## config.mk

```make
export PLATFORM = sky130hd
export DESIGN_NAME = mem_stats
export DESIGN_NICKNAME = d
export VERILOG_FILES = /design/src/common/mem_pkg.sv /design/src/hdl/mem_stats.sv
export SDC_FILE = /design/constraint.sdc
export NUM_CORES = 1
export LEC_CHECK = 0
export BUFFER_PORTS_ARGS = -buffer_cell sky130_fd_sc_hd__buf_2
export CELL_PAD_IN_SITES_DETAIL_PLACEMENT = 0
export CELL_PAD_IN_SITES_GLOBAL_PLACEMENT = 1
export CORE_MARGIN = 2
export CORE_UTILIZATION = 40
export CTS_CLUSTER_DIAMETER = 50
export DETAILED_ROUTE_END_ITERATION = 12
export HOLD_SLACK_MARGIN = 0.12
export MAX_ROUTING_LAYER = met4
export PLACE_DENSITY = 0.69
export SLEW_MARGIN = 0
export SYNTH_ARGS = -nofsm -noshare
export SYNTH_HDL_FRONTEND = slang
export SYNTH_SLANG_ARGS = --single-unit
```

## constraint.sdc

```tcl
create_clock -name user_clk -period 10.3 [get_ports user_clk]
set_input_delay 1.03 -clock user_clk [delete_from_list [all_inputs] [get_ports user_clk]]
set_output_delay 1.03 -clock user_clk [all_outputs]
set_load 0.05 [all_outputs]
```

## src/common/mem_pkg.sv

```systemverilog
package mem_pkg;

  localparam int DATA_BYTES = 8;          // bytes per beat
  localparam int STAT_WORDS = 12;         // number of statistics words

  typedef logic [31:0] addr_t;            // byte address
  typedef logic [22:0] len_t;             // byte length, btt sized
  typedef logic [63:0] data_t;            // beat payload
  typedef logic [7:0]  keep_t;            // one bit per byte lane
  typedef logic [31:0] stat_word_t;       // counter word

  typedef struct packed {
    addr_t addr;                          // start byte, low bits ignored
    len_t  len;                           // bytes to transfer
  } mem_cmd_t;

  typedef struct packed {
    logic       okay;                     // bit 7, transfer done
    logic       range_err;                // bit 6, command rejected
    logic [5:0] rsvd;                     // always zero
  } mem_sts_t;

  typedef struct packed {
    data_t data;
    keep_t keep;
    logic  last;                          // final beat of the packet
  } mem_beat_t;

  // one strobe per counter, same order as stat_idx_e
  typedef struct packed {
    logic wr_cmd;
    logic wr_sts;
    logic wr_sts_err;
    logic rd_cmd;
    logic rd_sts;
    logic rd_sts_err;
    logic wr_words;
    logic wr_pkts;
    logic wr_bytes;                       // add popcount of write keep
    logic rd_words;
    logic rd_pkts;
    logic rd_bytes;                       // add popcount of read keep
  } stat_events_t;

  typedef enum logic [3:0] {
    stat_wr_cmd, stat_wr_sts, stat_wr_sts_err,
    stat_rd_cmd, stat_rd_sts, stat_rd_sts_err,
    stat_wr_words, stat_wr_pkts, stat_wr_bytes,
    stat_rd_words, stat_rd_pkts, stat_rd_bytes
  } stat_idx_e;

  typedef enum logic [1:0] {ws_idle, ws_data, ws_status} wr_state_e;
  typedef enum logic [1:0] {rs_idle, rs_issue, rs_status} rd_state_e;

  // nonzero length and the last byte inside the memory
  function automatic logic cmd_in_range(mem_cmd_t cmd, int unsigned limit_bytes);
    logic [32:0] end_addr;
    end_addr = {1'b0, cmd.addr} + 33'(cmd.len);  // 33 bits, no wrap
    return (cmd.len != '0) && (end_addr <= 33'(limit_bytes));
  endfunction

endpackage
```

## src/hdl/mem_stats.sv

```systemverilog
`timescale 1ns/1ps

module mem_stats
  import mem_pkg::*;
(
  input  logic                        user_clk,
  input  logic                        user_aresetn,
  input  stat_events_t                events,
  input  keep_t                       wr_bytes,     // keep of the write beat
  input  keep_t                       rd_bytes,     // keep of the read beat
  output stat_word_t [STAT_WORDS-1:0] status_reg
);

  stat_word_t [STAT_WORDS-1:0] cnt;         // live counters
  stat_word_t [STAT_WORDS-1:0] inc;         // amount added this cycle
  stat_word_t                  wr_pop;
  stat_word_t                  rd_pop;

  // byte counts from the keep popcount
  assign wr_pop = stat_word_t'($countones(wr_bytes));
  assign rd_pop = stat_word_t'($countones(rd_bytes));

  always_comb begin
    inc[stat_wr_cmd]     = stat_word_t'(events.wr_cmd);
    inc[stat_wr_sts]     = stat_word_t'(events.wr_sts);
    inc[stat_wr_sts_err] = stat_word_t'(events.wr_sts_err);
    inc[stat_rd_cmd]     = stat_word_t'(events.rd_cmd);
    inc[stat_rd_sts]     = stat_word_t'(events.rd_sts);
    inc[stat_rd_sts_err] = stat_word_t'(events.rd_sts_err);
    inc[stat_wr_words]   = stat_word_t'(events.wr_words);
    inc[stat_wr_pkts]    = stat_word_t'(events.wr_pkts);
    inc[stat_wr_bytes]   = events.wr_bytes ? wr_pop : '0;
    inc[stat_rd_words]   = stat_word_t'(events.rd_words);
    inc[stat_rd_pkts]    = stat_word_t'(events.rd_pkts);
    inc[stat_rd_bytes]   = events.rd_bytes ? rd_pop : '0;
  end

  // counters move on the edge of their event
  always_ff @(posedge user_clk) begin
    if (!user_aresetn) begin
      cnt <= '0;
    end else begin
      for (int i = 0; i < STAT_WORDS; i++) begin
        cnt[i] <= cnt[i] + inc[i];         // wraps at 32 bits
      end
    end
  end

  // registered copy, one cycle behind the counters
  always_ff @(posedge user_clk) begin
    status_reg <= cnt;
  end

endmodule

```

==> run_results.csv <==
group,metric,value,unit
routing,num_vias,17410,
routing,route.detailed.drc,0,
sta,hold_viol_final,0,
synthesis,syn_nets,2407,
global_route,antenna_found_initial,1,
floorplan,die_area,64310,um^2
routing,dr_wl_met2,26570,um
worst_setup_path,worstReg2RegEnd,"cnt[381]",
synthesis,ys.flop_type,"dfxtp_1",
synthesis,synth_seq_area_share,0.6170,
routing,antenna_left,0,
synthesis,synth-edff-count,0,
routing,wl_met3,4241,um
hold_path,min_to,"status_reg[224]",
layout,nets,2858,
sta,period_share,0.4936,
synthesis,yosys.cell_types.count,50,
clocking,cts_root_buf,"clkbuf_16",
worst_setup_path,r2r-start,"cnt[357]",
place,dp_hpwl,39260,um
floorplan,rows,91,
synthesis,yosysMostFrequentCell,"dfxtp_1",
layout,fillers,5594,
floorplan,core_area,61600,um^2
power,leakagePower,12.90,nW
floorplan,die_w,253.6,um
synthesis,synthArstFlopShare,0,
flow_run,maxCapViolCount,0,
clocking,clock-sinks,768,
routing,met1_length,24910,um
sta,drv_slew,0,
worst_setup_path,r2r_slack,7.68,ns
routing,dr.max_layer_used,"met4",
sta,clock.fmax,196.7,MHz
global_route,grt_max_degree,154,
sta,worstMarginPinSlew,1.201,ns
synthesis,synth_commonest_cells,"dfxtp_1, nor2_1, xor2_1",
hold_path,holdCritStartpoint,"cnt[224]",
sta,hold_slack,0.3520,ns
power,p_switching,0.001434,W
clocking,numCtsBuffers,89,
floorplan,start_util,0.4045,
power,seqPwrFrac,0.468,
power,clkPwrFrac,0.495,
synthesis,synthTopCellsByArea,"dfxtp_1, xor2_1, nor2_1",
power,powerDensity,209.5,nW/um^2
layout,regArea,15370,um^2
worst_setup_path,r2r_cells,5,
routing,dr.pass1.iters,4,
clocking,clkTransAtPathRegs,0.06,ns
power,p_comb_frac,0.037,
power,p_int,0.005047,W
place,portBuffers,413,
clocking,cts_tree,"done",
hold_path,holdPathStages,0,
synthesis,synth_top_cell_by_area,"dfxtp_1",
worst_setup_path,critPathKind,"input pin to flip-flop",
layout,areaGrowthSynthToFinish,24.15,%
clocking,hold_buffers,0,
layout,drive_above_1_share,0.2100,
worst_setup_path,crit_arrival,5.60,ns
floorplan,ios,414,
synthesis,synth_seq_cells,768,
worst_setup_path,crit_path_max_fanout,12,
synthesis,ys_warn_count,0,
routing,detail_route.wl_per_cell,15.47,um
worst_setup_path,cp.required,10.82,ns
global_route,grt_pass1_wl,90290,um
routing,drt_iter0_drc,679,
routing,postRouteWirelength,57080,um
hold_path,hold_path.class,"flip-flop to flip-flop",
floorplan,chipHeight,253.6,um
synthesis,synthCells,2333,
sta,tns,0,ns
sta,setup-violations-final,0,
sta,post-route-min-period,5.084,ns
clocking,cts_setup_buffers,0,
routing,viasPerCell,4.717,
worst_setup_path,startpoint,"wr_bytes[0]",
clocking,clkLatencyLatePin,0.62,ns
outcome,status,"finished, final reports clean",
power,peakVddDrop,143.7,uV
synthesis,synth_top_cell_area_share,0.6170,
worst_setup_path,end_kind,"flip-flop",
power,power,0.006481,W
sta,fin_skew,0.02052,ns
clocking,clock_path_buffers,3,
layout,multi_input_area,9070,um^2
worst_setup_path,start_kind,"input pin",
place,finalWeightedCongestion,0.8188,
layout,design_area,30930,um^2
global_route,track_usage,0.1794,
sta,max_slew_margin,0.1929,
sta,rsz0062_at_grt,"no",
clocking,htreeDepth,3,
clocking,cts_resized,0,
power,switching_share,0.2212,
synthesis,synthesis.area,24920,um^2
global_route,grt_overflow_total,0,
place,dpl_cell_area,27850,um^2
synthesis,avgSynthCellArea,10.68,um^2
global_route,first_global_vias,16660,
[cell type report]
cell class | count | share of cell area
flip-flops and latches | 768 | 0.4970
multi-input cells | 1443 | 0.2932
clock buffers | 121 | 0.08275
repair buffers | 419 | 0.06827
well taps | 837 | 0.03385
clock inverters | 38 | 0.01695
inverters | 63 | 0.007887
diodes | 1 | 0.00008089
[power by group through the flow]
stage	sequential (W)	clock [W]	combinational, W
detailed placement	0.00310	0	0.000243
finish	0.00303	0.00321	0.000240
floorplan	0.00317	0	0.000110
global route	0.00304	0.00343	0.000267
global placement	0.00310	0	0.000239
CTS	0.00303	0.00330	0.000245
[stage by stage]
| stage | cells | utilization | setup slack (ns) |
|---|---|---|---|
| after floorplan | 2333 | - | 5.278 |
| after global placement | 3530 | 0.4521 | 4.705 |
| after detailed placement | 3530 | 0.4521 | 4.611 |
| after CTS | 3689 | 0.5022 | 5.266 |
| after global routing | 3690 | 0.5022 | 4.919 |
| final | 3690 | 0.5022 | 5.216 |
[worst max-delay path, cell delays in order]
cell     delay, ns
buf_2         0.08
inv_1         0.04
fa_1          0.55
fa_1          0.43
fa_1          0.49
inv_1         0.04
ha_1          0.19
fa_1          0.38
xor2_1        0.15
and2_1        0.16
ha_1          0.33
nand3_1       0.10
o22ai_1       0.78
nand3_1       0.32
or3_1         0.38
a21oi_1       0.16
[how the worst max path moves through the flow]
stage | endpoint | slack (ns) | cells past startpoint
finish | cnt[281] | 5.22 | 16
global placement | cnt[283] | 4.70 | 16
floorplan | cnt[381] | 5.28 | 16
CTS | cnt[281] | 5.27 | 16
detailed placement | cnt[281] | 4.61 | 16
global route | cnt[281] | 4.92 | 16
[logic make-up after synthesis]
logic type / after synthesis / share of synthesized area
buf+inv: 122 / 0.01923
xor+xnor: 317 / 0.1114
compound gates: 97 / 0.02139
fa+ha+maj: 44 / 0.02511
flops: 768 / 0.6170
simple gates: 985 / 0.2058
[cell usage in the layout, fill, tap and decap left out, types with 6 or more instances in the layout]
cell type / Yosys / layout
dfxtp_1: 768 / 768
buf_2: 3 / 413
nor2_1: 346 / 346
xor2_1: 196 / 196
nand3_1: 130 / 130
nand4_1: 124 / 124
xnor2_1: 121 / 121
nand2_1: 114 / 114
clkbuf_16: 0 / 91
inv_1: 63 / 62
and2_1: 53 / 53
and3_1: 46 / 46
a21oi_1: 42 / 42
o21ai_0: 37 / 37
or3_1: 34 / 34
ha_1: 34 / 34
nor3_1: 31 / 31
and4_1: 30 / 30
nor4_1: 23 / 22
clkbuf_8: 1 / 17
nor4_2: 12 / 13
clkbuf_1: 53 / 13
fa_1: 10 / 10
inv_6: 0 / 10
bufinv_16: 0 / 8
nor2b_1: 6 / 6
buf_4: 0 / 6
[layer usage]
layer  track usage  vias up
met2        0.2801      362
met1        0.2186     8193
met3       0.05634       78
met5             -        -
met4       0.06357        0
li1              -     8773
Power figures use the tool's default switching activity.
