--- src/common/mem_pkg.sv ---
package mem_pkg;

  localparam int DATA_BYTES = 8;          // bytes per beat
  localparam int STAT_WORDS = 12;         // number of statistics words

  typedef logic [31:0] addr_t;            // byte address
  typedef logic [22:0] len_t;             // byte length, btt sized
  typedef logic [63:0] data_t;            // beat payload
  typedef logic [7:0]  keep_t;            // one bit per byte lane
  typedef logic [31:0] stat_word_t;       // counter word

  typedef struct packed {
    addr_t addr;                          // start byte, low bits ignored
    len_t  len;                           // bytes to transfer
  } mem_cmd_t;

  typedef struct packed {
    logic       okay;                     // bit 7, transfer done
    logic       range_err;                // bit 6, command rejected
    logic [5:0] rsvd;                     // always zero
  } mem_sts_t;

  typedef struct packed {
    data_t data;
    keep_t keep;
    logic  last;                          // final beat of the packet
  } mem_beat_t;

  // one strobe per counter, same order as stat_idx_e
  typedef struct packed {
    logic wr_cmd;
    logic wr_sts;
    logic wr_sts_err;
    logic rd_cmd;
    logic rd_sts;
    logic rd_sts_err;
    logic wr_words;
    logic wr_pkts;
    logic wr_bytes;                       // add popcount of write keep
    logic rd_words;
    logic rd_pkts;
    logic rd_bytes;                       // add popcount of read keep
  } stat_events_t;

  typedef enum logic [3:0] {
    stat_wr_cmd, stat_wr_sts, stat_wr_sts_err,
    stat_rd_cmd, stat_rd_sts, stat_rd_sts_err,
    stat_wr_words, stat_wr_pkts, stat_wr_bytes,
    stat_rd_words, stat_rd_pkts, stat_rd_bytes
  } stat_idx_e;

  typedef enum logic [1:0] {ws_idle, ws_data, ws_status} wr_state_e;
  typedef enum logic [1:0] {rs_idle, rs_issue, rs_status} rd_state_e;

  // nonzero length and the last byte inside the memory
  function automatic logic cmd_in_range(mem_cmd_t cmd, int unsigned limit_bytes);
    logic [32:0] end_addr;
    end_addr = {1'b0, cmd.addr} + 33'(cmd.len);  // 33 bits, no wrap
    return (cmd.len != '0) && (end_addr <= 33'(limit_bytes));
  endfunction

endpackage
--- src/mover/mem_write_engine.sv ---
`timescale 1ns/1ps

module mem_write_engine
  import mem_pkg::*;
#(
  parameter int MEM_WORDS  = 256,
  parameter int DATA_BYTES = mem_pkg::DATA_BYTES
) (
  input  logic                         user_clk,
  input  logic                         user_aresetn,
  input  mem_cmd_t                     cmd,
  input  logic                         cmd_valid,
  output logic                         cmd_ready,
  input  mem_beat_t                    data,
  input  logic                         data_valid,
  output logic                         data_ready,
  output mem_sts_t                     sts,
  output logic                         sts_valid,
  input  logic                         sts_ready,
  output logic                         ram_en,
  output keep_t                        ram_we,
  output logic [$clog2(MEM_WORDS)-1:0] ram_addr,
  output data_t                        ram_wdata
);

  localparam int ADDR_W = $clog2(MEM_WORDS);
  localparam int WB     = $clog2(DATA_BYTES);   // byte offset bits dropped

  wr_state_e         state;
  logic [ADDR_W-1:0] word_addr;            // next word to write
  logic              range_ok;             // latched range check
  logic              cmd_fire;
  logic              beat_fire;
  logic              sts_fire;

  assign cmd_ready  = (state == ws_idle);
  assign data_ready = (state == ws_data);
  assign sts_valid  = (state == ws_status);

  assign cmd_fire  = cmd_valid & cmd_ready;
  assign beat_fire = data_valid & data_ready;
  assign sts_fire  = sts_valid & sts_ready;

  // beat goes to ram in the cycle it is accepted
  assign ram_en    = beat_fire & range_ok;  // drain only when out of range
  assign ram_we    = data.keep;             // keep is the byte enable
  assign ram_addr  = word_addr;
  assign ram_wdata = data.data;

  assign sts = '{okay: range_ok, range_err: ~range_ok, rsvd: '0};

  always_ff @(posedge user_clk) begin
    if (!user_aresetn) begin
      state <= ws_idle;
    end else begin
      case (state)
        ws_idle: begin
          if (cmd_fire) state <= ws_data;
        end
        ws_data: begin
          if (beat_fire && data.last) state <= ws_status;  // sts_valid next cycle
        end
        ws_status: begin
          if (sts_fire) state <= ws_idle;
        end
        default: state <= ws_idle;
      endcase
    end
  end

  // address stepping and range flag
  always_ff @(posedge user_clk) begin
    if (cmd_fire) begin
      word_addr <= cmd.addr[WB +: ADDR_W];
      range_ok  <= cmd_in_range(cmd, MEM_WORDS * DATA_BYTES);
    end else if (beat_fire) begin
      word_addr <= word_addr + 1'b1;       // one word per beat
    end
  end

endmodule

--- config.mk ---
export PLATFORM = sky130hd
export DESIGN_NAME = mem_write_engine
export DESIGN_NICKNAME = d
export VERILOG_FILES = /design/src/common/mem_pkg.sv /design/src/mover/mem_write_engine.sv
export SDC_FILE = /design/constraint.sdc
export NUM_CORES = 1
export LEC_CHECK = 0
export BUFFER_PORTS_ARGS = -buffer_cell sky130_fd_sc_hd__buf_2
export CELL_PAD_IN_SITES_DETAIL_PLACEMENT = 0
export CELL_PAD_IN_SITES_GLOBAL_PLACEMENT = 1
export CORE_MARGIN = 5
export CORE_UTILIZATION = 24
export DETAILED_ROUTE_END_ITERATION = 7
export GPL_TIMING_DRIVEN = 0
export PLACE_DENSITY_LB_ADDON = 0.1
export SETUP_SLACK_MARGIN = 0.15
export SYNTH_ARGS = -nofsm -noshare
export SYNTH_HDL_FRONTEND = slang
export SYNTH_SLANG_ARGS = --single-unit
--- constraint.sdc ---
create_clock -name user_clk -period 3.15 [get_ports user_clk]
set_input_delay 0.4725 -clock user_clk [delete_from_list [all_inputs] [get_ports user_clk]]
set_output_delay 0.4725 -clock user_clk [all_outputs]
set_load 0.005 [all_outputs]
==> impl_results.md <==
* Status: finished clean
* # hold bufs at CTS at 0
* GRT Max-Usage Layer: met2
* Post-synthesis sequential area ratio at 10.7%
* Starting Density at 24.3%
* CTS root buf: clkbuf_16
* Setup ws final at 0.180 ns
* Static leakage at 1.93 nW
* Met1 track demand over resource at 16.6%
* Final worst-path cycle share at 94.3%
* Pre-CTS WS at -0.329 ns
* CP dominant cell by count: a21oi_4
* Area taken by multi-input logic gates at 1940 µm²
* RSZ-0062 raised after global routing: true
* DRT iter0 DRCs at 131
* Post-synth EDFFs at 9
* Synth Warn # at 0
* Nets at 693
* Mean Syn Cell Area at 7.63 µm²
* Top-area cell type share of the netlist area at 20.5%
* GPL Wtd Cong at 0.813
* Power Total at 1.04 mW
* Post-synthesis cell type count at 65
* TritonRoute pass-1 iters at 4
* Row Count at 40
* Max-slew violation count at 0
* Clk network pwr share at 22.0%
* Hold Crit Class: register to register
* Final setup viols at 0
* Die W at 120 µm
* Max clock buf depth at 2
* Worst Setup Start Kind: input port
* Register Area at 310 µm²
* Switching Power at 391 µW
* Hold_ws at 0.464 ns
* Net switching share of the total power at 37.4%
* Top cells by area, synth: buf_4, ha_1, edfxtp_1
* FF+latch count, synth at 11
* Clock-pin slew on the worst setup and hold paths at 0.04 ns
* Port-buffer cells at 141
* Crit path launch: cmd[0]
* Max Cap Violations at 0
* Cell area after layout at 3980 µm²
* CP Max Fanout at 3
* Final Hold Fails at 0
* Dpl hpwl at 8730 µm
* Crit path capture type: register
* Average vias per placed instance at 4.65
* Slew @ Worst Pin at 0.589 ns
* Seq pwr share at 19.1%
* Number of CTS-inserted buffers at 3
* Cell Chain, Critical Path: buf_8 -> ha_4 -> fa_2 -> a211o_1 -> a21oi_4 -> o31ai_4 -> a41oi_4 -> buf_6 -> a21oi_4 -> mux2i_2 -> a2111oi_4 -> nand4_1 -> nor4b_2
* Post-synth ARST share at 0%
* M3 GR Usage at 2.03%
* First-pass GRT wire length at 15600 µm
* Number of H-tree levels at 1
* Layout cells sized above 1 at 48.1%
* Internal power at 653 µW
* Arr. time, crit path at 3.03 ns
* Met2 Track Usage GR at 22.9%
* Initial antenna violation count at 0
* Core area at 11900 µm²
* CP max stage delay at 0.35 ns
* Area leader, netlist: buf_4
* Vias in the first global route at 3187
* Fmax at 337 MHz
* Cell count after synthesis at 379
* Gr ovfl total at 0
* Slowest CP cell: fa_2
* Worst-skew pair later-pin latency at 0.24 ns
* Avg WL per Cell at 14.4 µm
* Setup Skew at 0.00409 ns
* # IOs at 225
* Largest net degree at the start of global routing at 11
* HP Start: state[1]
* R2r startpoint: state[0]
* # clock sinks at 11
* Via count at 3169
* Pwr dens at 262 nW/µm²
* Worst slew margin at 60.4%
* Maximum vdd drop at 127 µV
* # DRC at 0
* WP data required at 3.21 ns
* Diodes inserted at 0
* Combinational share of power at 58.9%
* Detail Route Antenna Nets at 0
* Die footprint at 14300 µm²
* Synth Cell Area at 2890 µm²
* CTS tree: yes
* Wirelength, routed at 9830 µm
* DP Area at 3800 µm²
* Total GRT Usage at 12.7%
* Post-synth top flop: edfxtp_1
* WS Path Type: input port to register
* Fillers at 1335
* Final min period at 2.97 ns
* Die Ht at 120 µm
* Area growth syn-to-layout at 37.5%
final timing paths:
check / endpoint / slack [ns] / cells after the start
setup reg to reg: ram_addr[5] / 1.23 / 5
hold reg to reg: state[0] / 0.46 / 1
hold / removal: state[0] / 0.46 / 1
setup / recovery: range_ok / 0.18 / 13
cells in the mapped netlist, types with 2 or more instances:
cell and count:
and2_1 2, nor2_1 12, nand2_1 31, or3_1 4, a21oi_1 26, o21bai_1 2
a21o_1 5, nor4b_1 2, a211o_1 3, clkbuf_1 6, nand4_1 11, o31a_1 3
a211oi_1 5, o21ai_0 29, nor3_1 6, dfxtp_1 2, xnor2_1 5, o31ai_1 5
mux2i_1 6, a41oi_1 2, inv_1 12, o21a_1 7, nand3_1 15, and3_1 3
buf_2 5, nor4_1 8, buf_4 79, nor2b_1 3, xor2_1 11, edfxtp_1 9
ha_1 24, clkbuf_2 2, o22ai_1 2
stage by stage:
stage	TNS [ns]	utilization, %	std cells
finish	0	33.4	681
CTS	0	33.2	681
floorplan	0	-	384
global route	-0.0289	33.4	681
global placement	-0.357	31.9	672
detailed placement	-0.329	31.9	672
cells in the final DEF, fill, tap and decap left out, drive strengths merged, types with 4 or more instances in the layout:
master	synthesis	routed
a211oi	5	5
a21o	5	5
a21oi	28	28
buf	84	230
clkbuf	8	12
conb	1	6
edfxtp	9	9
ha	24	24
inv	12	12
mux2i	6	6
nand2	31	31
nand3	15	15
nand4	11	11
nor2	12	12
nor3	7	7
nor4	8	8
o21a	7	7
o21ai	29	29
o31ai	6	6
or3	4	4
xnor2	5	5
xor2	11	11
flip-flops by register name, indices dropped and copies added, names as in the netlist:
signal    flops
range_ok      1
state         2
ram_addr      8
critical path: cells and delay by family:
kind / cells / cell delay, ns
AOI/OAI and AO/OA: 6 / 1.19
adders and majority gates: 2 / 0.50
and+or+nand+nor: 2 / 0.44
buffers and inverters: 2 / 0.24
muxes: 1 / 0.17
cells by family (layout without fill, tap and decap cells):
group	Yosys count	count (layout)	synth area share (%)
other	1	6	0.130
flip-flops	11	11	10.7
adder cells (fa/ha/maj)	25	25	11.1
multiplexers	8	8	2.98
AND/OR/NAND/NOR	104	104	18.8
buffers and inverters	104	254	24.0
AO/OA/AOI/OAI	110	110	27.4
XOR/XNOR	16	16	4.84
power by group through the flow:
stage	registers, mW	logic (mW)	clock network, mW
finish	0.199	0.616	0.229
global route	0.202	0.686	0.247
CTS	0.200	0.614	0.237
detailed placement	0.202	0.594	0
global placement	0.202	0.595	0
floorplan	0.201	0.399	0
metal layers:
| layer | share of wire (%) | routed length, µm |
|---|---|---|
| met1 | 43 | 4230 |
| met2 | 51 | 5000 |
| met3 | 6.0 | 586 |
| met4 | 0.16 | 16 |
| met5 | 0 | 0 |
final cells by class:
type,count,area share (%)
Multi-Input combinational cell,269,48.9
Timing Repair Buffer,146,19.2
Buffer,92,16.4
Sequential cell,11,7.80
Tap cell,147,4.62
Clock buffer,4,1.98
Inverter,12,1.13
repair_timing:
action	in CTS	in global routing
setup buffers	5	0
resized for setup	8	11
pin swaps	12	8
setup endpoints to repair	1	1
Power figures use the tool's default switching activity.
