## src/common/mem_pkg.sv

```systemverilog
package mem_pkg;

  localparam int DATA_BYTES = 8;          // bytes per beat
  localparam int STAT_WORDS = 12;         // number of statistics words

  typedef logic [31:0] addr_t;            // byte address
  typedef logic [22:0] len_t;             // byte length, btt sized
  typedef logic [63:0] data_t;            // beat payload
  typedef logic [7:0]  keep_t;            // one bit per byte lane
  typedef logic [31:0] stat_word_t;       // counter word

  typedef struct packed {
    addr_t addr;                          // start byte, low bits ignored
    len_t  len;                           // bytes to transfer
  } mem_cmd_t;

  typedef struct packed {
    logic       okay;                     // bit 7, transfer done
    logic       range_err;                // bit 6, command rejected
    logic [5:0] rsvd;                     // always zero
  } mem_sts_t;

  typedef struct packed {
    data_t data;
    keep_t keep;
    logic  last;                          // final beat of the packet
  } mem_beat_t;

  // one strobe per counter, same order as stat_idx_e
  typedef struct packed {
    logic wr_cmd;
    logic wr_sts;
    logic wr_sts_err;
    logic rd_cmd;
    logic rd_sts;
    logic rd_sts_err;
    logic wr_words;
    logic wr_pkts;
    logic wr_bytes;                       // add popcount of write keep
    logic rd_words;
    logic rd_pkts;
    logic rd_bytes;                       // add popcount of read keep
  } stat_events_t;

  typedef enum logic [3:0] {
    stat_wr_cmd, stat_wr_sts, stat_wr_sts_err,
    stat_rd_cmd, stat_rd_sts, stat_rd_sts_err,
    stat_wr_words, stat_wr_pkts, stat_wr_bytes,
    stat_rd_words, stat_rd_pkts, stat_rd_bytes
  } stat_idx_e;

  typedef enum logic [1:0] {ws_idle, ws_data, ws_status} wr_state_e;
  typedef enum logic [1:0] {rs_idle, rs_issue, rs_status} rd_state_e;

  // nonzero length and the last byte inside the memory
  function automatic logic cmd_in_range(mem_cmd_t cmd, int unsigned limit_bytes);
    logic [32:0] end_addr;
    end_addr = {1'b0, cmd.addr} + 33'(cmd.len);  // 33 bits, no wrap
    return (cmd.len != '0) && (end_addr <= 33'(limit_bytes));
  endfunction

endpackage
```

## src/mover/mem_read_engine.sv

```systemverilog
`timescale 1ns/1ps

module mem_read_engine
  import mem_pkg::*;
#(
  parameter int MEM_WORDS  = 256,
  parameter int DATA_BYTES = mem_pkg::DATA_BYTES
) (
  input  logic                         user_clk,
  input  logic                         user_aresetn,
  input  mem_cmd_t                     cmd,
  input  logic                         cmd_valid,
  output logic                         cmd_ready,
  output mem_beat_t                    data,
  output logic                         data_valid,
  input  logic                         data_ready,
  output mem_sts_t                     sts,
  output logic                         sts_valid,
  input  logic                         sts_ready,
  output logic                         ram_en,
  output logic [$clog2(MEM_WORDS)-1:0] ram_addr,
  input  data_t                        ram_rdata
);

  localparam int ADDR_W     = $clog2(MEM_WORDS);
  localparam int WB         = $clog2(DATA_BYTES);
  localparam int FIFO_DEPTH = 4;
  localparam int PTR_W      = $clog2(FIFO_DEPTH);
  localparam keep_t KEEP_ALL = '1;

  rd_state_e         state;
  logic [ADDR_W-1:0] rd_addr;              // next word to issue
  len_t              issue_left;           // reads not yet issued
  len_t              ret_left;             // words not yet back from ram
  keep_t             last_keep;            // keep of the final beat
  logic              range_ok;
  logic              cmd_ok;
  len_t              cmd_words;
  logic              cmd_fire, sts_fire, pop, push, room, ret_last;
  logic              p1_valid, p2_valid;   // tracks the ram read latency

  mem_beat_t             fifo [FIFO_DEPTH];
  mem_beat_t             push_beat;
  logic [PTR_W-1:0]      wr_ptr, rd_ptr;
  logic [$clog2(FIFO_DEPTH+1)-1:0] fifo_cnt;

  assign cmd_ready = (state == rs_idle);
  assign sts_valid = (state == rs_status);
  assign cmd_fire  = cmd_valid & cmd_ready;
  assign sts_fire  = sts_valid & sts_ready;

  assign cmd_ok    = cmd_in_range(cmd, MEM_WORDS * DATA_BYTES);
  assign cmd_words = len_t'(({1'b0, cmd.len} + (DATA_BYTES - 1)) >> WB);  // ceil

  // credit check, fifo plus reads in flight must stay within depth
  assign room   = (int'(fifo_cnt) + int'(p1_valid) + int'(p2_valid)) < FIFO_DEPTH;
  assign ram_en = (state == rs_issue) && (issue_left != '0) && room;
  assign ram_addr = rd_addr;

  assign push     = p2_valid;              // ram_rdata valid this cycle
  assign ret_last = (ret_left == len_t'(1));
  assign push_beat = '{data: ram_rdata, keep: ret_last ? last_keep : KEEP_ALL, last: ret_last};

  assign data       = fifo[rd_ptr];
  assign data_valid = (fifo_cnt != '0);
  assign pop        = data_valid & data_ready;

  assign sts = '{okay: range_ok, range_err: ~range_ok, rsvd: '0};

  always_ff @(posedge user_clk) begin
    if (!user_aresetn) begin
      state    <= rs_idle;
      p1_valid <= 1'b0;
      p2_valid <= 1'b0;
      wr_ptr   <= '0;
      rd_ptr   <= '0;
      fifo_cnt <= '0;
    end else begin
      p1_valid <= ram_en;
      p2_valid <= p1_valid;
      if (push) wr_ptr <= wr_ptr + 1'b1;   // pointers wrap at depth
      if (pop) rd_ptr <= rd_ptr + 1'b1;
      fifo_cnt <= fifo_cnt + ($bits(fifo_cnt))'(push) - ($bits(fifo_cnt))'(pop);
      case (state)
        rs_idle: begin
          if (cmd_fire) state <= cmd_ok ? rs_issue : rs_status;  // bad cmd, no beats
        end
        rs_issue: begin
          if (pop && data.last) state <= rs_status;  // all words have left
        end
        rs_status: begin
          if (sts_fire) state <= rs_idle;
        end
        default: state <= rs_idle;
      endcase
    end
  end

  always_ff @(posedge user_clk) begin
    if (push) fifo[wr_ptr] <= push_beat;
  end

  // command payload and word counters
  always_ff @(posedge user_clk) begin
    if (cmd_fire) begin
      rd_addr    <= cmd.addr[WB +: ADDR_W];
      issue_left <= cmd_words;
      ret_left   <= cmd_words;
      range_ok   <= cmd_ok;
      last_keep  <= (cmd.len[WB-1:0] == '0) ? KEEP_ALL : ~(KEEP_ALL << cmd.len[WB-1:0]);
    end else begin
      if (ram_en) begin
        rd_addr    <= rd_addr + 1'b1;
        issue_left <= issue_left - 1'b1;
      end
      if (push) ret_left <= ret_left - 1'b1;
    end
  end

endmodule

```

## config.mk

```make
export PLATFORM = sky130hd
export DESIGN_NAME = mem_read_engine
export DESIGN_NICKNAME = d
export VERILOG_FILES = /design/src/common/mem_pkg.sv /design/src/mover/mem_read_engine.sv
export SDC_FILE = /design/constraint.sdc
export NUM_CORES = 1
export LEC_CHECK = 0
export ABC_CLOCK_PERIOD_IN_PS = 3600
export BUFFER_PORTS_ARGS = -buffer_cell sky130_fd_sc_hd__buf_2
export CORE_MARGIN = 10
export CORE_UTILIZATION = 55
export CTS_BUF_LIST = sky130_fd_sc_hd__clkbuf_2 sky130_fd_sc_hd__clkbuf_4 sky130_fd_sc_hd__clkbuf_8
export CTS_CLUSTER_DIAMETER = 50
export CTS_CLUSTER_SIZE = 30
export DETAILED_ROUTE_END_ITERATION = 8
export PLACE_DENSITY_LB_ADDON = 0.2
export SYNTH_ARGS = -nofsm -noshare
export SYNTH_HDL_FRONTEND = slang
export SYNTH_SLANG_ARGS = --single-unit
```

## constraint.sdc

```tcl
create_clock -name user_clk -period 3.6 [get_ports user_clk]
set_clock_uncertainty 0.05 [all_clocks]
set_input_delay 0 -clock user_clk [delete_from_list [all_inputs] [get_ports user_clk]]
set_output_delay 0 -clock user_clk [all_outputs]
set_load 0.01 [all_outputs]
```

==> results of run 1 <==
-- power by group through the flow --
stage	sequential [mW]	combinational [mW]	clock, mW
after global placement	5.10	2.08	0
after CTS	5.01	2.20	2.48
after global routing	5.03	2.36	2.65
after detailed placement	5.10	2.10	0
after floorplan	4.96	1.50	0
final	4.99	2.17	2.41
-- registers in the layout, indices dropped and copies added (netlist names), named ones only --
name,cells
wr_ptr,2
issue_left,23
ram_addr,8
p1_valid,1
rd_ptr,2
range_ok,1
fifo_cnt,3
p2_valid,1
fifo,292
ret_left,23
last_keep,8
state,2
-- cell type report --
class	count	area share (%)
timing repair buffer	333	11.3
multi-input combinational	677	28.1
clock buffer	31	2.06
inverter	22	0.411
sequential	368	54.5
tap	396	2.47
clock inverter	23	1.20
-- worst max-delay path: cells and delay by family --
| family | cells | cell delay (ps) |
|---|---|---|
| AND/OR/NAND/NOR | 4 | 720 |
| adder cells (fa/ha/maj) | 2 | 670 |
| AO/OA/AOI/OAI | 5 | 1720 |
| buffers and inverters | 2 | 720 |
-- cell usage after synthesis, drive strengths merged, types with 19 or more instances --
library cell    n  area, um^2
buf            27         146
nor3           19         105
inv            21        78.8
nand2          75         282
ha             35         438
mux4           73        1640
o21ai          35         179
xor2           34         298
clkbuf         23        87.6
nor2           63         236
a21oi          64         339
xnor2          39         342
edfxtp        355       10700
-- metal layers --
| metal | GRT usage [%] | wire [um] |
|---|---|---|
| met1 | 25.5 | 16000 |
| met2 | 31.7 | 18500 |
| met3 | 2.77 | 1920 |
| met4 | 4.78 | 781 |
| met5 | 0 | 0 |
-- worst max-delay path by stage --
stage | from | to | slack (ps) | cells past startpoint
finish | cmd[0] | range_ok | 140 | 13
global route | cmd[0] | range_ok | 10 | 13
CTS | cmd[0] | range_ok | 250 | 13
detailed placement | cmd[0] | range_ok | 200 | 12
global placement | cmd[0] | range_ok | 270 | 12
floorplan | issue_left[5] | issue_left[0] | 470 | 5
-- kinds of logic after synthesis --
kind of cell,Yosys count,share of synthesized area [%]
adder cells (fa/ha/maj),37,2.84
other,2,0.0446
AO/OA/AOI/OAI,184,7.37
XOR/XNOR,73,3.79
buffers and inverters,72,1.88
multiplexers,82,10.3
AND/OR/NAND/NOR,294,8.99
flip-flops,368,64.8
-- stage by stage --
step | utilization (%) | instances | power (mW)
after global placement | 60.3 | 1691 | 7.18
after CTS | 66.0 | 1850 | 9.68
after detailed placement | 60.3 | 1691 | 7.21
after floorplan | - | 1117 | 6.46
after global routing | 66.0 | 1850 | 10.0
final | 66.0 | 1850 | 9.57
==> reports/results.ini, run 1 <==
[sta]
setup_viol = 0
fin_crit_sh_pct = 96.2
worstMarginPinSlew_ps = 1080
slew_headroom_pct = 28.1
fmax_mhz = 289
finalMaxSlewViolations = 0
tns_ps = 0
finalHoldViolations = 0
worst_slack_ps = 138
layout_min_cycle_time_ps = 3460
rsz0062_at_grt = false
holdWs_ps = 72.9

[routing]
vias_per_cell = 5.72
wirelength_mm = 37.1
wire_per_inst_um = 20.1
drt_iter0_drc = 703
firstDrtPassIters = 5
drcViolationCount = 0
antenna_left = 0
dr_total_vias = 10600

[clock_tree]
clk_latency_ps = 590
clk_pin_slew_ps = 90
cts_resized = 0
cts-root-buf = clkbuf_8
numCtsBuffers = 29
post_cts.repair.setup_buffers = 0
cts_tree = done
cts.sinks = 368
htreeDepth = 1
ctsHoldBuffers = 105
clockBufferDepth = 3

[global_route]
antenna_found_initial = 0
grt.overflow.total = 0
grt_start_max_net_pins = 65
grt_pass1_vias = 10800
grt.total_usage_pct = 18.9
grt_pass1_wl_mm = 58.9

[logic_synthesis]
synthFlopType = edfxtp_1
avgSynthCellArea_um2 = 15.2
ys_seq_area_share_pct = 64.8
synth_area_mm2 = 0.0169
synth_edf_count = 355
synth.ff_latch_count = 368
synth_cells = 1112
yosysWarningCount = 0
ys_types = 83
synthArstFlopShare_pct = 0

[setup_path]
timing.rr.start = issue_left[10]
crit_arrival_ps = 3830
path_class = in2reg
cpPeakStageDelay_ps = 550
crit_chain = dlygate4sd3_1, buf_2, ha_1, fa_1, a21oi_1, o2111ai_1, a2111oi_0, nand4_1, o41ai_1, o221ai_1, nor4_1, nand2_1, nor3_1
startpoint_type = primary input
endpoint_kind = register
reg2regPathDepth = 6
cpMaxStageDelayCell = o41ai_1
worstReg2RegEnd = issue_left[5]
required_ps = 3970
path_max_fanout = 8
r2r_setup_slack_ps = 750

[die]
die_x_um = 195
fp.dieH_um = 195
rows = 64
io_pins = 217
core_mm2 = 0.0304
initial_core_util_pct = 55.4
dieArea_mm2 = 0.0380

[placement]
gp_congestion = 0.896
dp_hpwl_mm = 25.5
dpl-instance-area_mm2 = 0.0184
io_buffer_count = 210
dp_slack_ps = 196

[finish]
most-common-layout-cells = edfxtp_1, buf_2, dlygate4sd3_1
nets = 1592
drive_gt1_share_pct = 26.9
design_area_mm2 = 0.0201
fillCellCount = 2196
syn_to_final_growth_pct = 19.1
antenna_cells = 0
multiInputGateArea_mm2 = 0.00565
regArea_mm2 = 0.0109
final_common_cell = edfxtp_1

[power]
p_sw_share_pct = 28.4
clkPwrFrac_pct = 25.2
intPower_mw = 6.86
cellLeakagePower_nw = 6.98
p_switching_mw = 2.72
combPwrFrac_pct = 22.6
vdd_ir_drop_max_mv = 0.256
powerDensity_mw_per_mm2 = 477
seq_power_share_pct = 52.2

[hold_path]
hp-class = in2reg
whs_endpoint = range_ok
hold_start = cmd[46]
worstHoldPathCells = 4

[status]
outcome = completed

[job]
max_cap_violations = 0

(Power assumes the default switching activity.)
==> run 2: changes to the inputs <==
PLACE_DENSITY = 0.78   (was unset)
PLACE_DENSITY_LB_ADDON = unset   (was 0.2)
==> reports/results.ini, run 2 (synthesis gave the netlist of run 1 again) <==
[routing]
antenna_left = 0  ; unchanged
dr_total_vias = 10700  ; +1.3%
wire_per_inst_um = 20.8  ; +3.6%
firstDrtPassIters = 5  ; unchanged
wirelength_mm = 38.5  ; +3.7%
drt_iter0_drc = 687  ; -2.3%
drcViolationCount = 0  ; unchanged
vias_per_cell = 5.79  ; +1.3%

[setup_path]
endpoint_kind = register
path_class = in2reg
crit_family = compound AO/OA/AOI/OAI gates
crit_chain = dlygate4sd3_1, buf_2, ha_1, fa_1, a21oi_1, o2111ai_1, a2111oi_0, nand4_1, o41ai_1, buf_4, o221ai_1, nor4_1, nand2_1, nor3_1
crit_arrival_ps = 3810  ; -20 ps
crit_buf_inv = 3  ; +1
path_max_fanout = 8  ; unchanged
cpMaxStageDelayCell = dlygate4sd3_1
required_ps = 3950  ; -20 ps
cpPeakStageDelay_ps = 530  ; -20 ps
startpoint_type = primary input

[sta]
fin_crit_sh_pct = 96.1  ; -0.11 points
slew_headroom_pct = 27.3  ; -0.79 points
rsz0062_at_grt = false
layout_min_cycle_time_ps = 3460  ; -4.05 ps
worst_slack_ps = 142  ; +4.05 ps
tns_ps = 0  ; unchanged
worstMarginPinSlew_ps = 1090  ; +11.8 ps
setup_viol = 0  ; unchanged
fmax_mhz = 289  ; +0.12%
finalMaxSlewViolations = 0  ; unchanged
finalHoldViolations = 0  ; unchanged

[clock_tree]
htreeDepth = 1  ; unchanged
cts.sinks = 368  ; unchanged
cts-root-buf = clkbuf_8
numCtsBuffers = 29  ; unchanged
cts_tree = done
clk_latency_ps = 650  ; +60 ps
post_cts.repair.setup_buffers = 0  ; unchanged
clockBufferDepth = 3  ; unchanged
clk_pin_slew_ps = 140  ; +50 ps

[hold_path]
hp-class = in2reg

[finish]
syn_to_final_growth_pct = 19.0  ; about the same
final_common_cell = edfxtp_1
layout.cells.non_filler = 1851  ; +0.054%
most-common-layout-cells = edfxtp_1, buf_2, dlygate4sd3_1
design_area_mm2 = 0.0201  ; about the same
fillCellCount = 2151  ; -2.0%
largest_register_ffs = 292  ; unchanged
nets = 1591  ; -0.063%
top_register = fifo
final_util_pct = 65.9  ; about the same
drive_gt1_share_pct = 27.0  ; +0.16 points
reg_top3 = fifo: 292 flops, issue_left: 23 flops, ret_left: 23 flops

[die]
die_x_um = 195  ; unchanged
initial_core_util_pct = 55.4  ; unchanged
io_pins = 217  ; unchanged
core_mm2 = 0.0304  ; unchanged
rows = 64  ; unchanged
fp.dieH_um = 195  ; unchanged
dieArea_mm2 = 0.0380  ; unchanged

[power]
cellLeakagePower_nw = 6.97  ; about the same
powerDensity_mw_per_mm2 = 477  ; about the same
vdd_ir_drop_max_mv = 0.304  ; +18%

[placement]
gp_congestion = 0.898  ; +0.26%
dp_hpwl_mm = 26.3  ; +2.9%
dp_slack_ps = 173  ; -22.8 ps
dpl-instance-area_mm2 = 0.0184  ; about the same
io_buffer_count = 210  ; unchanged
dpl.cell_count = 1692  ; +0.059%

[global_route]
antenna_found_initial = 2  ; +2
grt_pass1_wl_mm = 61.2  ; +3.8%
grt_start_max_net_pins = 55  ; -15%
grt_pass1_vias = 10900  ; +1.2%
grt.total_usage_pct = 19.7  ; +0.82 points
grt.overflow.total = 0  ; unchanged

[status]
outcome = completed

[job]
max_cap_violations = 0  ; unchanged

## run 2: changes by cell type in the layout (fill, tap and decap cells not counted), moves of 2 or more
cell	previous run	this run
clkinv_2	3	5
clkinvlp_4	4	1
dlygate4sd3_1	105	103
inv_8	3	8
diode_2	0	2
## run 2: worst register-to-register path: cells and delay by family (launching register included)
family | cells | cell delay, ps
and+or+nand+nor | 4 | 1020
AOI/OAI and AO/OA | 1 | 570
buffers and inverters | 2 | 450
DFF | 1 | 430
## run 2: area by class of cell
class                           count  area (um^2)  area share, %
Multi-Input combinational cell    677         5660           28.2
Timing Repair Buffer              332         2250           11.2
Inverter                           22         82.6          0.412
Sequential cell                   368        10900           54.5
Clock buffer                       30          407           2.03
Tap cell                          396          495           2.47
Clock inverter                     24          230           1.15
Antenna cell                        2         5.00         0.0250
## run 2: path summary, 6_finish.rpt
| kind | startpoint | to | slack (ps) | depth (start not counted) |
|---|---|---|---|---|
| worst max-delay path | cmd[0] | range_ok | 140 | 14 |
| worst min-delay path | ram_rdata[54] | fifo[3][63] | 40 | 2 |
| worst max register to register | issue_left[5] | ram_addr[3] | 750 | 7 |
| worst min register to register | p1_valid | p2_valid | 330 | 1 |
## run 2: timing repair
action / in CTS / in global routing
resized for setup: 0 / 1
setup endpoints to repair: 0 / 2
hold buffers: 103 / 0
hold endpoints to repair: 316 / 0
## run 2: power breakdown
part,internal (mW),switching [mW]
Sequential,4.81,0.209
Clock,0.877,1.51
Combinational,1.10,1.07
## run 2: layer usage
metal	global-route usage, %	up-vias	routed length (um)
li1	-	5006	-
met1	26.5	5287	16400
met2	33.1	374	19000
met3	3.46	59	2400
met4	4.30	0	787
met5	0	-	0
## run 2: per-stage QoR
step / hold slack [ps] / total power, mW
after global placement: 162 / 7.17
after CTS: 0.859 / 9.64
after floorplan: 48.9 / 6.46
after global routing: 25.3 / 9.99
final: 39.3 / 9.57
after detailed placement: 168 / 7.20
==> run 3: changes to the inputs <==
ABC_AREA = 1   (was unset)
==> reports/results.ini, run 3 <==
[finish]
top_register = fifo
drive_gt1_share_pct = 15.0  ; -12 points
layout.cells.non_filler = 2507  ; +35%
final_common_cell = edfxtp_1
regArea_mm2 = 0.0109  ; about the same
largest_register_ffs = 292  ; unchanged
syn_to_final_growth_pct = 18.6
most-common-layout-cells = edfxtp_1, nand2_1, nor2_1
nets = 2243  ; +41%
fillCellCount = 2376  ; +10%
design_area_mm2 = 0.0209  ; +4.1%
antenna_cells = 0  ; -2
multiInputGateArea_mm2 = 0.00572  ; +1.1%
reg_top3 = fifo: 292 flops, issue_left: 23 flops, ret_left: 23 flops

[routing]
drcViolationCount = 0  ; unchanged
drt_iter0_drc = 1154  ; +68%
wirelength_mm = 45.4  ; +18%
vias_per_cell = 5.50  ; -5.1%
firstDrtPassIters = 5  ; unchanged
antenna_left = 0  ; unchanged
dr_total_vias = 13800  ; +29%
wire_per_inst_um = 18.1  ; -13%

[die]
rows = 65  ; +1.6%
die_x_um = 199  ; +2.0%
io_pins = 217  ; unchanged
fp.dieH_um = 199  ; +2.0%
core_mm2 = 0.0316  ; +3.7%
dieArea_mm2 = 0.0396  ; +4.0%
initial_core_util_pct = 55.8  ; +0.42 points

[logic_synthesis]
synthFlopType = edfxtp_1
synth_top_area_cell = edfxtp_1
synthArstFlopShare_pct = 0  ; unchanged
synth_cells = 1777  ; +60%
synth_area_mm2 = 0.0176  ; +4.5%
avgSynthCellArea_um2 = 9.91  ; -35%
synth_edf_count = 355  ; unchanged
yosysWarningCount = 0  ; unchanged
ys_seq_area_share_pct = 62.0  ; -2.8 points
synth_top_cell_area_share_pct = 60.5  ; -2.7 points
synth_area_leaders = edfxtp_1, nand2_1, nor2_1
ys_types = 45  ; -46%
synth_commonest_cells = edfxtp_1, nand2_1, nor2_1
yosysMostFrequentCell = edfxtp_1
synth.ff_latch_count = 368  ; unchanged

[clock_tree]
clockBufferDepth = 3  ; unchanged
clk_pin_slew_ps = 120  ; -20 ps
numCtsBuffers = 29  ; unchanged
clk_latency_ps = 610  ; -40 ps
cts.sinks = 368  ; unchanged
htreeDepth = 1  ; unchanged
cts_tree = done
cts-root-buf = clkbuf_8

[sta]
finalMaxSlewViolations = 0  ; unchanged
fmax_mhz = 294  ; +1.6%
slew_headroom_pct = 38.2  ; +11 points
layout_min_cycle_time_ps = 3400  ; -53.0 ps
finalHoldViolations = 0  ; unchanged
worstMarginPinSlew_ps = 925  ; -165 ps
fin_crit_sh_pct = 94.6  ; -1.5 points
setup_viol = 0  ; unchanged

[setup_path]
cpMaxStageDelayCell = dlygate4sd3_1
crit_family = buffers and inverters
crit_arrival_ps = 3850  ; +40 ps
timing.rr.start = issue_left[0]
crit_chain = dlygate4sd3_1, buf_2, ha_2, fa_1, nand2_1, nand2_1, nand3_1, nand2_1, nand2_1, nand3_1, nand2_1, nand3b_1, nand2_1, nand3_1, nor3_4, dlygate4sd3_1, a31oi_1, dlygate4sd3_1
endpoint_kind = register
critPathMostFrequentCell = nand2_1
startpoint_type = primary input
required_ps = 4040  ; +90 ps
path_max_fanout = 4  ; -4
cpPeakStageDelay_ps = 590  ; +60 ps
worstSetupStartpoint = cmd[0]
crit_buf_inv = 4  ; +1
path_class = in2reg

[global_route]
grt_pass1_wl_mm = 70.9  ; +16%
grt.overflow.total = 0  ; unchanged
grt.total_usage_pct = 22.5  ; +2.7 points
antenna_found_initial = 0  ; -2
grt_start_max_net_pins = 81  ; +47%
grt_pass1_vias = 13300  ; +22%

[placement]
dpl.cell_count = 2345  ; +39%
dp_hpwl_mm = 30.2  ; +15%
dpl-instance-area_mm2 = 0.0191  ; +4.0%
gp_congestion = 0.922  ; +2.7%
io_buffer_count = 210  ; unchanged

[power]
powerDensity_mw_per_mm2 = 514  ; +7.8%
vdd_ir_drop_max_mv = 0.349  ; +15%
cellLeakagePower_nw = 8.56  ; +23%

[hold_path]
hp-class = in2reg
hold_start = cmd[52]

[status]
outcome = completed

[job]
max_cap_violations = 0  ; unchanged

==> run 3: changes by cell type after synthesis, sizes merged, moves of 25 or more <==
cell	previous run	this run
nand3	16	80
mux4	73	0
nor2	63	275
o22ai	2	73
xnor2	39	13
a21oi	64	39
clkbuf	23	56
o21ai	35	199
inv	21	194
nand2	75	334
==> run 3: final timing paths <==
path	to	slack, ps	cells past startpoint
worst max-delay path	state[1]	200	18
worst min-delay path	range_ok	60	5
worst max register to register	issue_left[17]	770	16
worst min register to register	p2_valid	390	2
==> run 3: power by group <==
| part | switching (mW) | internal (mW) | total [mW] |
|---|---|---|---|
| sequential | 0.268 | 5.06 | 5.33 |
| combinational | 1.86 | 1.01 | 2.87 |
| clock | 1.56 | 0.982 | 2.54 |
| total | 3.68 | 7.05 | 10.7 |
==> run 3: logic make-up after synthesis <==
kind of cell | count (synthesis) | share of synthesized area [%]
XOR/XNOR | 25 | 1.24
buffers and inverters | 260 | 5.70
flip-flops | 368 | 62.0
adder cells (fa/ha/maj) | 37 | 2.71
AND/OR/NAND/NOR | 762 | 18.4
other | 2 | 0.0426
AO/OA/AOI/OAI | 323 | 9.88
==> run 3: per-layer routing <==
| layer | global-route usage [%] | vias up | part of all wire, % |
|---|---|---|---|
| met5 | 0 | - | 0 |
| met4 | 6.13 | 0 | 2.5 |
| met3 | 3.48 | 69 | 7.7 |
| met2 | 37.4 | 546 | 48 |
| met1 | 30.0 | 6468 | 42 |
| li1 | - | 6703 | - |
==> run 3: area by class of cell <==
type | instances | share of cell area (%)
flip-flops and latches | 368 | 52.3
repair buffers | 333 | 11.0
inverters | 196 | 3.53
clock inverters | 23 | 1.33
multi-input cells | 1154 | 27.4
well taps | 402 | 2.41
clock buffers | 31 | 1.98
==> run 3: worst register-to-register path: stages (launching register included) <==
cell and delay [ps]:
edfxtp_1 400, inv_1 80, ha_1 190, inv_1 60, nor2_1 140, inv_1 70, nor2_1 300, nand4_1 210
nor2_1 140, nand2_1 80, inv_1 100, nand4_1 110, nor2_1 140, nor3_1 70, inv_1 70, nand2_1 50
buf_4 260
==> run 3: repair_timing <==
action | 4_1_cts | 5_1_grt
resized for setup | 0 | 4
buffers inserted | 0 | 1
endpoints found under the hold margin | 322 | 0
setup endpoints to repair | 0 | 1
hold buffers | 107 | 0
==> run 3: stage by stage <==
stage	worst slack [ps]	utilization (%)	TNS (ps)	total power, mW	hold slack (ps)
after global placement	914	60.5	0	8.08	161
after detailed placement	806	60.5	0	8.16	166
after global routing	-27.5	66.2	-27.5	11.3	57.4
after CTS	116	66.1	0	10.7	4.90
final	195	66.2	0	10.7	57.5
after floorplan	695	-	0	7.08	48.9
